<file path="src/include/core_bus_defines.svh">
`ifndef CORE_BUS_DEFINES_SVH
`define CORE_BUS_DEFINES_SVH

// --------------------------------------------------
// bus widths, fixed by rv32
// --------------------------------------------------
`define CB_ADDR_W 32
`define CB_DATA_W 32
`define CB_STRB_W 4

// --------------------------------------------------
// address map
// --------------------------------------------------
// clint window, 64 KiB
`define CB_CLINT_BASE 32'h0200_0000
`define CB_CLINT_MASK 32'h0000_FFFF

// mtime register offsets inside the clint window
`define CB_MTIME_LO_OFF 16'hBFF8
`define CB_MTIME_HI_OFF 16'hBFFC

// external memory window, 256 MiB
`define CB_MEM_BASE 32'h8000_0000
`define CB_MEM_MASK 32'h0FFF_FFFF

`endif
</file>
<file path="src/design/core_bus_pkg.sv">
`default_nettype none

`include "core_bus_defines.svh"

package core_bus_pkg;

	// transfer direction
	typedef enum logic {
		OP_READ  = 1'b0,
		OP_WRITE = 1'b1
	} bus_op_e;

	// response codes, same encoding as axi
	typedef enum logic [1:0] {
		RESP_OKAY   = 2'b00,
		RESP_SLVERR = 2'b10,
		RESP_DECERR = 2'b11
	} bus_resp_e;

	// arbiter grant state
	typedef enum logic [1:0] {
		ARB_IDLE = 2'd0,
		ARB_IFU  = 2'd1,
		ARB_LSU  = 2'd2
	} arb_state_e;

	// --------------------------------------------------
	// channel payloads, one beat of one word
	// --------------------------------------------------
	typedef struct packed {
		bus_op_e               op;
		logic [`CB_ADDR_W-1:0] addr;
		logic [`CB_DATA_W-1:0] wdata;
		logic [`CB_STRB_W-1:0] wstrb;
	} bus_req_t;

	typedef struct packed {
		logic [`CB_DATA_W-1:0] rdata;
		bus_resp_e             resp;
	} bus_resp_t;

endpackage

`default_nettype wire

</file>
<file path="src/design/core_bus_arbiter.sv">
`timescale 1ns/1ps
`default_nettype none

module core_bus_arbiter (
	input  wire                          clock,
	input  wire                          rst_n_i,

	// instruction fetch master
	input  wire                          ifu_req_valid_i,
	input  wire core_bus_pkg::bus_req_t  ifu_req_i,
	output logic                         ifu_req_ready_o,
	output logic                         ifu_resp_valid_o,
	output core_bus_pkg::bus_resp_t      ifu_resp_o,
	input  wire                          ifu_resp_ready_i,

	// load/store master
	input  wire                          lsu_req_valid_i,
	input  wire core_bus_pkg::bus_req_t  lsu_req_i,
	output logic                         lsu_req_ready_o,
	output logic                         lsu_resp_valid_o,
	output core_bus_pkg::bus_resp_t      lsu_resp_o,
	input  wire                          lsu_resp_ready_i,

	// system bus towards the crossbar
	output logic                         bus_req_valid_o,
	output core_bus_pkg::bus_req_t       bus_req_o,
	input  wire                          bus_req_ready_i,
	input  wire                          bus_resp_valid_i,
	input  wire core_bus_pkg::bus_resp_t bus_resp_i,
	output logic                         bus_resp_ready_o
);
	import core_bus_pkg::*;

	arb_state_e state_q;
	logic       last_lsu_q;
	logic       pend_q;
	logic       pend_lsu_q;
	logic       pick_lsu;
	logic       any_req;
	logic       req_fire;
	logic       resp_fire;

	assign any_req = ifu_req_valid_i | lsu_req_valid_i;

	// --------------------------------------------------
	// request side
	// --------------------------------------------------
	// round-robin on a tie, choice locked while downstream stalls
	always_comb begin
		if (pend_q) begin
			pick_lsu = pend_lsu_q;
		end else if (ifu_req_valid_i && lsu_req_valid_i) begin
			pick_lsu = !last_lsu_q;
		end else begin
			pick_lsu = lsu_req_valid_i;
		end
	end

	// request forwarded combinationally, only while idle
	assign bus_req_valid_o = (state_q == ARB_IDLE) && any_req;
	assign bus_req_o       = pick_lsu ? lsu_req_i : ifu_req_i;
	assign req_fire        = bus_req_valid_o && bus_req_ready_i;
	assign ifu_req_ready_o = req_fire && !pick_lsu;
	assign lsu_req_ready_o = req_fire && pick_lsu;

	// --------------------------------------------------
	// response side
	// --------------------------------------------------
	assign ifu_resp_valid_o = (state_q == ARB_IFU) && bus_resp_valid_i;
	assign lsu_resp_valid_o = (state_q == ARB_LSU) && bus_resp_valid_i;
	assign ifu_resp_o       = bus_resp_i;
	assign lsu_resp_o       = bus_resp_i;

	always_comb begin
		case (state_q)
			ARB_IFU: bus_resp_ready_o = ifu_resp_ready_i;
			ARB_LSU: bus_resp_ready_o = lsu_resp_ready_i;
			default: bus_resp_ready_o = 1'b0;
		endcase
	end

	assign resp_fire = bus_resp_valid_i && bus_resp_ready_o;

	// grant fsm
	always_ff @(posedge clock or negedge rst_n_i) begin
		if (!rst_n_i) begin
			state_q    <= ARB_IDLE;
			last_lsu_q <= 1'b0;
			pend_q     <= 1'b0;
			pend_lsu_q <= 1'b0;
		end else begin
			case (state_q)
				ARB_IDLE: begin
					if (req_fire) begin
						state_q    <= pick_lsu ? ARB_LSU : ARB_IFU;
						last_lsu_q <= pick_lsu;
						pend_q     <= 1'b0;
					end else if (bus_req_valid_o) begin
						// downstream not ready, keep this master
						pend_q     <= 1'b1;
						pend_lsu_q <= pick_lsu;
					end
				end
				ARB_IFU, ARB_LSU: begin
					if (resp_fire) begin
						state_q <= ARB_IDLE;
					end
				end
				default: begin
					state_q <= ARB_IDLE;
				end
			endcase
		end
	end

endmodule

`default_nettype wire

</file>
<file path="src/design/core_bus_clint.sv">
`timescale 1ns/1ps
`default_nettype none

`include "core_bus_defines.svh"

module core_bus_clint (
	input  wire                         clock,
	input  wire                         rst_n_i,

	input  wire                         req_valid_i,
	input  wire core_bus_pkg::bus_req_t req_i,
	output logic                        req_ready_o,
	output logic                        resp_valid_o,
	output core_bus_pkg::bus_resp_t     resp_o,
	input  wire                         resp_ready_i
);
	import core_bus_pkg::*;

	logic [63:0] mtime_q;
	logic        resp_valid_q;
	bus_resp_t   resp_q;
	bus_resp_t   resp_d;
	logic [15:0] offset;
	logic        req_fire;
	logic        hit_lo;
	logic        hit_hi;
	logic        wr_lo;
	logic        wr_hi;

	// replace only the strobed bytes
	function automatic logic [`CB_DATA_W-1:0] merge_bytes(
		input logic [`CB_DATA_W-1:0] old_word,
		input logic [`CB_DATA_W-1:0] new_word,
		input logic [`CB_STRB_W-1:0] strb
	);
		logic [`CB_DATA_W-1:0] word;
		word = old_word;
		for (int i = 0; i < `CB_STRB_W; i++) begin
			if (strb[i]) begin
				word[8*i +: 8] = new_word[8*i +: 8];
			end
		end
		return word;
	endfunction

	// one request at a time, blocked while the response waits
	assign req_ready_o = !resp_valid_q;
	assign req_fire    = req_valid_i && req_ready_o;

	assign offset = req_i.addr[15:0];
	assign hit_lo = offset == `CB_MTIME_LO_OFF;
	assign hit_hi = offset == `CB_MTIME_HI_OFF;
	assign wr_lo  = req_fire && (req_i.op == OP_WRITE) && hit_lo;
	assign wr_hi  = req_fire && (req_i.op == OP_WRITE) && hit_hi;

	always_comb begin
		resp_d.rdata = '0;
		resp_d.resp  = RESP_OKAY;
		if (hit_lo) begin
			if (req_i.op == OP_READ) begin
				resp_d.rdata = mtime_q[31:0];
			end
		end else if (hit_hi) begin
			if (req_i.op == OP_READ) begin
				resp_d.rdata = mtime_q[63:32];
			end
		end else begin
			resp_d.resp = RESP_SLVERR;
		end
	end

	// --------------------------------------------------
	// mtime, counts unless software loads it
	// --------------------------------------------------
	always_ff @(posedge clock or negedge rst_n_i) begin
		if (!rst_n_i) begin
			mtime_q <= '0;
		end else if (wr_lo) begin
			mtime_q[31:0] <= merge_bytes(mtime_q[31:0], req_i.wdata, req_i.wstrb);
		end else if (wr_hi) begin
			mtime_q[63:32] <= merge_bytes(mtime_q[63:32], req_i.wdata, req_i.wstrb);
		end else begin
			mtime_q <= mtime_q + 64'd1;
		end
	end

	always_ff @(posedge clock or negedge rst_n_i) begin
		if (!rst_n_i) begin
			resp_valid_q <= 1'b0;
		end else if (req_fire) begin
			resp_valid_q <= 1'b1;
		end else if (resp_ready_i) begin
			resp_valid_q <= 1'b0;
		end
	end

	always_ff @(posedge clock) begin
		if (req_fire) begin
			resp_q <= resp_d;
		end
	end

	assign resp_valid_o = resp_valid_q;
	assign resp_o       = resp_q;

endmodule

`default_nettype wire

</file>
<file path="src/design/core_bus_top.sv">
`timescale 1ns/1ps
`default_nettype none

module core_bus_top (
	input  wire                          clock,
	input  wire                          rst_n_i,

	// instruction fetch port
	input  wire                          ifu_req_valid_i,
	input  wire core_bus_pkg::bus_req_t  ifu_req_i,
	output logic                         ifu_req_ready_o,
	output logic                         ifu_resp_valid_o,
	output core_bus_pkg::bus_resp_t      ifu_resp_o,
	input  wire                          ifu_resp_ready_i,

	// load/store port
	input  wire                          lsu_req_valid_i,
	input  wire core_bus_pkg::bus_req_t  lsu_req_i,
	output logic                         lsu_req_ready_o,
	output logic                         lsu_resp_valid_o,
	output core_bus_pkg::bus_resp_t      lsu_resp_o,
	input  wire                          lsu_resp_ready_i,

	// external memory port
	output logic                         mem_req_valid_o,
	output core_bus_pkg::bus_req_t       mem_req_o,
	input  wire                          mem_req_ready_i,
	input  wire                          mem_resp_valid_i,
	input  wire core_bus_pkg::bus_resp_t mem_resp_i,
	output logic                         mem_resp_ready_o
);
	import core_bus_pkg::*;

	// --------------------------------------------------
	// arbiter to crossbar
	// --------------------------------------------------
	logic      bus_req_valid;
	bus_req_t  bus_req;
	logic      bus_req_ready;
	logic      bus_resp_valid;
	bus_resp_t bus_resp;
	logic      bus_resp_ready;

	// crossbar to clint
	logic      clint_req_valid;
	bus_req_t  clint_req;
	logic      clint_req_ready;
	logic      clint_resp_valid;
	bus_resp_t clint_resp;
	logic      clint_resp_ready;

	core_bus_arbiter u_arbiter (
		.clock            (clock),
		.rst_n_i          (rst_n_i),
		.ifu_req_valid_i  (ifu_req_valid_i),
		.ifu_req_i        (ifu_req_i),
		.ifu_req_ready_o  (ifu_req_ready_o),
		.ifu_resp_valid_o (ifu_resp_valid_o),
		.ifu_resp_o       (ifu_resp_o),
		.ifu_resp_ready_i (ifu_resp_ready_i),
		.lsu_req_valid_i  (lsu_req_valid_i),
		.lsu_req_i        (lsu_req_i),
		.lsu_req_ready_o  (lsu_req_ready_o),
		.lsu_resp_valid_o (lsu_resp_valid_o),
		.lsu_resp_o       (lsu_resp_o),
		.lsu_resp_ready_i (lsu_resp_ready_i),
		.bus_req_valid_o  (bus_req_valid),
		.bus_req_o        (bus_req),
		.bus_req_ready_i  (bus_req_ready),
		.bus_resp_valid_i (bus_resp_valid),
		.bus_resp_i       (bus_resp),
		.bus_resp_ready_o (bus_resp_ready)
	);

	core_bus_xbar u_xbar (
		.clock              (clock),
		.rst_n_i            (rst_n_i),
		.up_req_valid_i     (bus_req_valid),
		.up_req_i           (bus_req),
		.up_req_ready_o     (bus_req_ready),
		.up_resp_valid_o    (bus_resp_valid),
		.up_resp_o          (bus_resp),
		.up_resp_ready_i    (bus_resp_ready),
		.mem_req_valid_o    (mem_req_valid_o),
		.mem_req_o          (mem_req_o),
		.mem_req_ready_i    (mem_req_ready_i),
		.mem_resp_valid_i   (mem_resp_valid_i),
		.mem_resp_i         (mem_resp_i),
		.mem_resp_ready_o   (mem_resp_ready_o),
		.clint_req_valid_o  (clint_req_valid),
		.clint_req_o        (clint_req),
		.clint_req_ready_i  (clint_req_ready),
		.clint_resp_valid_i (clint_resp_valid),
		.clint_resp_i       (clint_resp),
		.clint_resp_ready_o (clint_resp_ready)
	);

	core_bus_clint u_clint (
		.clock        (clock),
		.rst_n_i      (rst_n_i),
		.req_valid_i  (clint_req_valid),
		.req_i        (clint_req),
		.req_ready_o  (clint_req_ready),
		.resp_valid_o (clint_resp_valid),
		.resp_o       (clint_resp),
		.resp_ready_i (clint_resp_ready)
	);

endmodule

`default_nettype wire

</file>
<file path="src/design/core_bus_xbar.sv">
`timescale 1ns/1ps
`default_nettype none

`include "core_bus_defines.svh"

module core_bus_xbar (
	input  wire                          clock,
	input  wire                          rst_n_i,

	// upstream port from the arbiter
	input  wire                          up_req_valid_i,
	input  wire core_bus_pkg::bus_req_t  up_req_i,
	output logic                         up_req_ready_o,
	output logic                         up_resp_valid_o,
	output core_bus_pkg::bus_resp_t      up_resp_o,
	input  wire                          up_resp_ready_i,

	// external memory
	output logic                         mem_req_valid_o,
	output core_bus_pkg::bus_req_t       mem_req_o,
	input  wire                          mem_req_ready_i,
	input  wire                          mem_resp_valid_i,
	input  wire core_bus_pkg::bus_resp_t mem_resp_i,
	output logic                         mem_resp_ready_o,

	// core-local timer
	output logic                         clint_req_valid_o,
	output core_bus_pkg::bus_req_t       clint_req_o,
	input  wire                          clint_req_ready_i,
	input  wire                          clint_resp_valid_i,
	input  wire core_bus_pkg::bus_resp_t clint_resp_i,
	output logic                         clint_resp_ready_o
);
	import core_bus_pkg::*;

	logic      hit_mem;
	logic      hit_clint;
	logic      idle;
	logic      req_fire;
	logic      resp_fire;
	logic      sel_mem_q;
	logic      sel_clint_q;
	logic      fault_q;
	bus_resp_t fault_resp;

	// --------------------------------------------------
	// address decode
	// --------------------------------------------------
	assign hit_mem   = (up_req_i.addr & ~`CB_MEM_MASK) == `CB_MEM_BASE;
	assign hit_clint = (up_req_i.addr & ~`CB_CLINT_MASK) == `CB_CLINT_BASE;

	// no target latched means no transfer in flight
	assign idle = !(sel_mem_q || sel_clint_q || fault_q);

	always_comb begin
		if (!idle) begin
			up_req_ready_o = 1'b0;
		end else if (hit_mem) begin
			up_req_ready_o = mem_req_ready_i;
		end else if (hit_clint) begin
			up_req_ready_o = clint_req_ready_i;
		end else begin
			// unmapped, taken here and answered with a fault
			up_req_ready_o = 1'b1;
		end
	end

	assign req_fire = up_req_valid_i && up_req_ready_o;

	assign mem_req_valid_o   = up_req_valid_i && idle && hit_mem;
	assign mem_req_o         = up_req_i;
	assign clint_req_valid_o = up_req_valid_i && idle && hit_clint;
	assign clint_req_o       = up_req_i;

	// --------------------------------------------------
	// response routing
	// --------------------------------------------------
	assign fault_resp = '{rdata: '0, resp: RESP_DECERR};

	always_comb begin
		if (sel_mem_q) begin
			up_resp_valid_o = mem_resp_valid_i;
			up_resp_o       = mem_resp_i;
		end else if (sel_clint_q) begin
			up_resp_valid_o = clint_resp_valid_i;
			up_resp_o       = clint_resp_i;
		end else begin
			up_resp_valid_o = fault_q;
			up_resp_o       = fault_resp;
		end
	end

	assign mem_resp_ready_o   = sel_mem_q && up_resp_ready_i;
	assign clint_resp_ready_o = sel_clint_q && up_resp_ready_i;
	assign resp_fire          = up_resp_valid_o && up_resp_ready_i;

	// target held from request handshake to response handshake
	always_ff @(posedge clock or negedge rst_n_i) begin
		if (!rst_n_i) begin
			sel_mem_q   <= 1'b0;
			sel_clint_q <= 1'b0;
			fault_q     <= 1'b0;
		end else if (req_fire) begin
			sel_mem_q   <= hit_mem;
			sel_clint_q <= !hit_mem && hit_clint;
			fault_q     <= !hit_mem && !hit_clint;
		end else if (resp_fire) begin
			sel_mem_q   <= 1'b0;
			sel_clint_q <= 1'b0;
			fault_q     <= 1'b0;
		end
	end

endmodule

`default_nettype wire

</file>
<file path="config.mk">
export PLATFORM = sky130hd
export DESIGN_NAME = core_bus_top
export DESIGN_NICKNAME = d
export VERILOG_FILES = /design/src/design/core_bus_pkg.sv /design/src/design/core_bus_arbiter.sv /design/src/design/core_bus_clint.sv /design/src/design/core_bus_top.sv /design/src/design/core_bus_xbar.sv
export VERILOG_INCLUDE_DIRS = /design/src /design/src/include
export SDC_FILE = /design/constraint.sdc
export NUM_CORES = 1
export LEC_CHECK = 0
export ABC_AREA = 1
export BUFFER_PORTS_ARGS = -buffer_cell sky130_fd_sc_hd__buf_2
export CAP_MARGIN = 20
export CORE_MARGIN = 2
export CORE_UTILIZATION = 50
export DETAILED_ROUTE_END_ITERATION = 8
export GPL_TIMING_DRIVEN = 0
export PLACE_DENSITY = 0.79
export SYNTH_ARGS = -nofsm -noshare
export SYNTH_HDL_FRONTEND = slang
export SYNTH_SLANG_ARGS = --single-unit
</file>
<file path="constraint.sdc">
create_clock -name clock -period 3.32 [get_ports clock]
set_input_delay 0.664 -clock clock [delete_from_list [all_inputs] [get_ports clock]]
set_output_delay 0.664 -clock clock [all_outputs]
set_load 0.01 [all_outputs]
</file>
==> results by group <==
Route
  • Vias per cell: approximately 5.6
  • Met3 WL: around 4700 um
  • DRT Wirelength: around 40000 um
  • Met1 wire length: 15700 um
  • Vias: 11400
  • Antenna viol nets, final: 0
  • Drt drc: 0
  • DR iter-0 viols: roughly 1300
  • WL/cell: around 20 um
  • Highest Signal Layer: met4
  • First drt pass iteration count: 6
  • Met2 wire len: between 15000 and 20000 um

Placement
  • DP HPWL: between 30000 and 40000 um
  • Post-placement cell count: between 2000 and 2500
  • PortBufs: 322
  • Placement Cell Area: between 10000 and 15000 um^2
  • Placement Setup Slack: -0.576 ns
  • RD Place Congestion: approximately 1.0

Synthesis
  • EDFF count, synth: 33
  • Synth top cells by count: nand2_1 (543), inv_1 (142), nor2_1 (135), nand3_1 (108), dfrtp_1 (73)
  • Synth area leaders: nand2_1 (22%), dfrtp_1 (20%), edfxtp_1 (11%)
  • FF+latch count, synth: approximately 110
  • Share of synthesized registers carrying an async set or reset: 68.9%
  • Most used DFF post-synth: dfrtp_1
  • Avg Cell Area, Syn: around 6.4 um^2
  • Sequential share of the synthesized area: around 30%
  • Yosys cell types: 40
  • Mapped Area: just over 9000 um^2
  • Leading area contributor after synthesis: nand2_1
  • Cells after Synth: between 1000 and 1500
  • Count leader, synth: nand2_1
  • Net Count, Synth: between 1500 and 2000
  • Synth Warn #: 0
  • Share of the synthesized area in the top cell type: between 20% and 30%

Power
  • Pwr/cell area: roughly 300 nW/um^2
  • Clock Power Share: about a third
  • Combinational group share of total power: roughly 29%
  • VDD IR max: roughly 0.25 mV
  • Leak pwr: ~6.2 nW
  • Sequential group share of total power: ~37%
  • Cell Int Power: approximately 2.4 mW
  • Net Sw Power: 1.20 mW
  • Switching share of total power: between 30 and 40%

Cells and area
  • Nets: around 2000
  • Area of the multi-input gates: roughly 5400 um^2
  • FILL cells: roughly 1800
  • Non-filler instance count after layout: 2049
  • Register area: ~2800 um^2
  • Layout area overhead: 25.1%
  • Share of post-route cells with drive strength above 1: 26.7%
  • Finished Cell Area: 11700 um^2
  • Core Util, Final: 63.2%

Setup path
  • CP bufs+invs: 4
  • Maximum fanout along the worst path: 10
  • Crit path max-delay family: buffers and inverters
  • Worst Setup End Kind: output port
  • Worst EP required: between 2 and 3 ns
  • Worst-path cell chain: nand2_2, nand2_4, buf_4, clkbuf_2, o21ai_0, inv_1, buf_2
  • Slowest-stage cell, CP: o21ai_0
  • Max incr delay on CP: approximately 0.53 ns
  • WP data arrival: approximately 2.6 ns
  • Crit path kind: reg2out
  • Critical path startpoint category: register

Clock tree
  • Reg clk slew, reported paths: roughly 0.08 ns
  • Worst skew pair latency: about 0.37 ns
  • Root Driver: clkbuf_16
  • Post-CTS setup buffers: 0
  • Total CTS buffers: 9
  • Hold_buf cts: 0
  • Clock sink count: between 100 and 150
  • CTS H-Tree Depth: 3
  • CTS Buffer Depth: 2
  • CTS tree: built

Die
  • DIE AREA: between 15000 and 20000 um^2
  • Die width: roughly 140 um
  • I/O pin count: between 300 and 400
  • Placeable Area: ~19000 um^2
  • Row cnt: 50
  • Initial Util: 50.5%
  • Die height: between 100 and 150 um

Timing
  • TNS Setup: 0 ns
  • Slew headroom: between 40% and 50%
  • Worst Skew: between 0.015 and 0.02 ns
  • Hold Vio Cnt, Final: 0
  • Max-slew violations: 0
  • Worst-margin pin slew: around 0.8 ns
  • Tmin final: approximately 3.3 ns
  • Final setup margin: roughly 0.059 ns
  • RSZ-0062 raised after global routing: yes
  • Max Freq: between 0.3 and 0.4 GHz
  • Final count of negative-setup-slack endpoints: 0
  • Period utilization: 98.2%

GRT
  • Remaining global-route overflow: 0
  • Initial antenna violation count: 2
  • First-pass GRT wire length: between 60000 and 70000 um
  • Largest net degree at the start of global routing: 64
  • GRT Resource Usage Total: approximately two fifths
  • Number of global-route vias before repair: approximately 11000

Flow run
  • Max Cap Viol: 0

Outcome
  • Status: finished clean

Hold path
  • Hold Path Class: in2async
[worst reg2reg max path, stage by stage, from the launching register on]
cell     delay [ns]
dfrtp_1        0.54
ha_1           0.37
nand3_1        0.23
nor2_2         0.26
nand2_1        0.17
nor2_2         0.25
nand3_1        0.13
nor2_2         0.25
nand3_1        0.22
xnor2_1        0.19
or2_2          0.32
nand2_1        0.07
nand2_1        0.05
[flip-flops by register name, summed over array words and instances (netlist names)]
name and count:
u_clint.mtime_q 64, u_arbiter.last_lsu_q 1, u_xbar.fault_q 1, u_xbar.sel_mem_q 1, u_clint.resp_o 33, u_arbiter.pend_q 1, u_arbiter.pend_lsu_q 1, u_clint.resp_valid_o 1
u_arbiter.state_q 2, u_xbar.sel_clint_q 1
[worst paths after layout]
path | from | end | slack [ns] | depth (start not counted)
min in group clock | u_arbiter.last_lsu_q | u_arbiter.last_lsu_q | 0.50 | 2
hold reg to reg | u_arbiter.last_lsu_q | u_arbiter.last_lsu_q | 0.50 | 2
hold / removal | rst_n_i | u_clint.mtime_q[1] | 0.13 | 1
setup reg to reg | u_clint.mtime_q[0] | u_clint.mtime_q[34] | 0.16 | 12
setup / recovery | u_arbiter.pend_q | mem_req_o[1] | 0.06 | 7
max in group asynchronous | rst_n_i | u_clint.mtime_q[28] | 2.58 | 2
[power groups by stage]
stage          combinational, mW  clock (mW)  sequential (mW)
2_1_floorplan              0.531           0             1.37
3_3_place_gp                1.00           0             1.37
3_5_place_dp                1.02           0             1.37
4_1_cts                     1.03        1.21             1.34
5_1_grt                     1.13        1.25             1.34
6_report                    1.05        1.22             1.34
[cell families after synthesis]
family                     synth area share, %
xor gates and xnor gates                  4.87
buffers and inverters                     11.9
and+or+nand+nor                           43.9
DFF                                       30.1
adders and majority gates                0.535
AOI/OAI and AO/OA                         8.69
[metrics by stage]
step / total power, mW / hold WS [ns]
floorplan: 1.90 / 0.368
global placement: 2.38 / 0.473
detailed placement: 2.39 / 0.466
CTS: 3.59 / 0.142
global route: 3.72 / 0.143
finish: 3.61 / 0.131
[metal layers]
layer	GRT usage [%]	vias up
li1	-	5398
met1	52.7	5156
met2	66.1	769
met3	8.29	110
met4	14.5	0
met5	0	-
[placed cells by master (no fill, tap or decap), drive strengths merged, types with 5 or more instances in the layout]
cell type	Yosys	routed
a21oi	25	25
o21ai	71	71
nor2	145	145
nand3b	7	7
xnor2	7	7
and2	5	5
dfrtp	73	73
buf	67	391
or2	21	21
nor3	31	31
nand4	58	58
nand3	113	113
xor2	45	45
inv	151	152
edfxtp	33	33
a22o	33	33
nand2	551	551
clkbuf	21	32
[cell type report]
cell class,count,area share [%]
multi-input cells,1126,46.6
flip-flops and latches,106,24.1
repair buffers,324,14.3
inverters,151,4.85
plain buffers,88,4.81
well taps,234,2.50
clock buffers,11,2.08
clock inverters,5,0.738
diodes,4,0.0856
[what timing repair did]
item / in CTS / in global routing
resized for setup: 15 / 15
pin swaps: 0 / 0
endpoints found under the setup margin: 34 / 27
No activity file was read; power rests on OpenSTA's default activity.
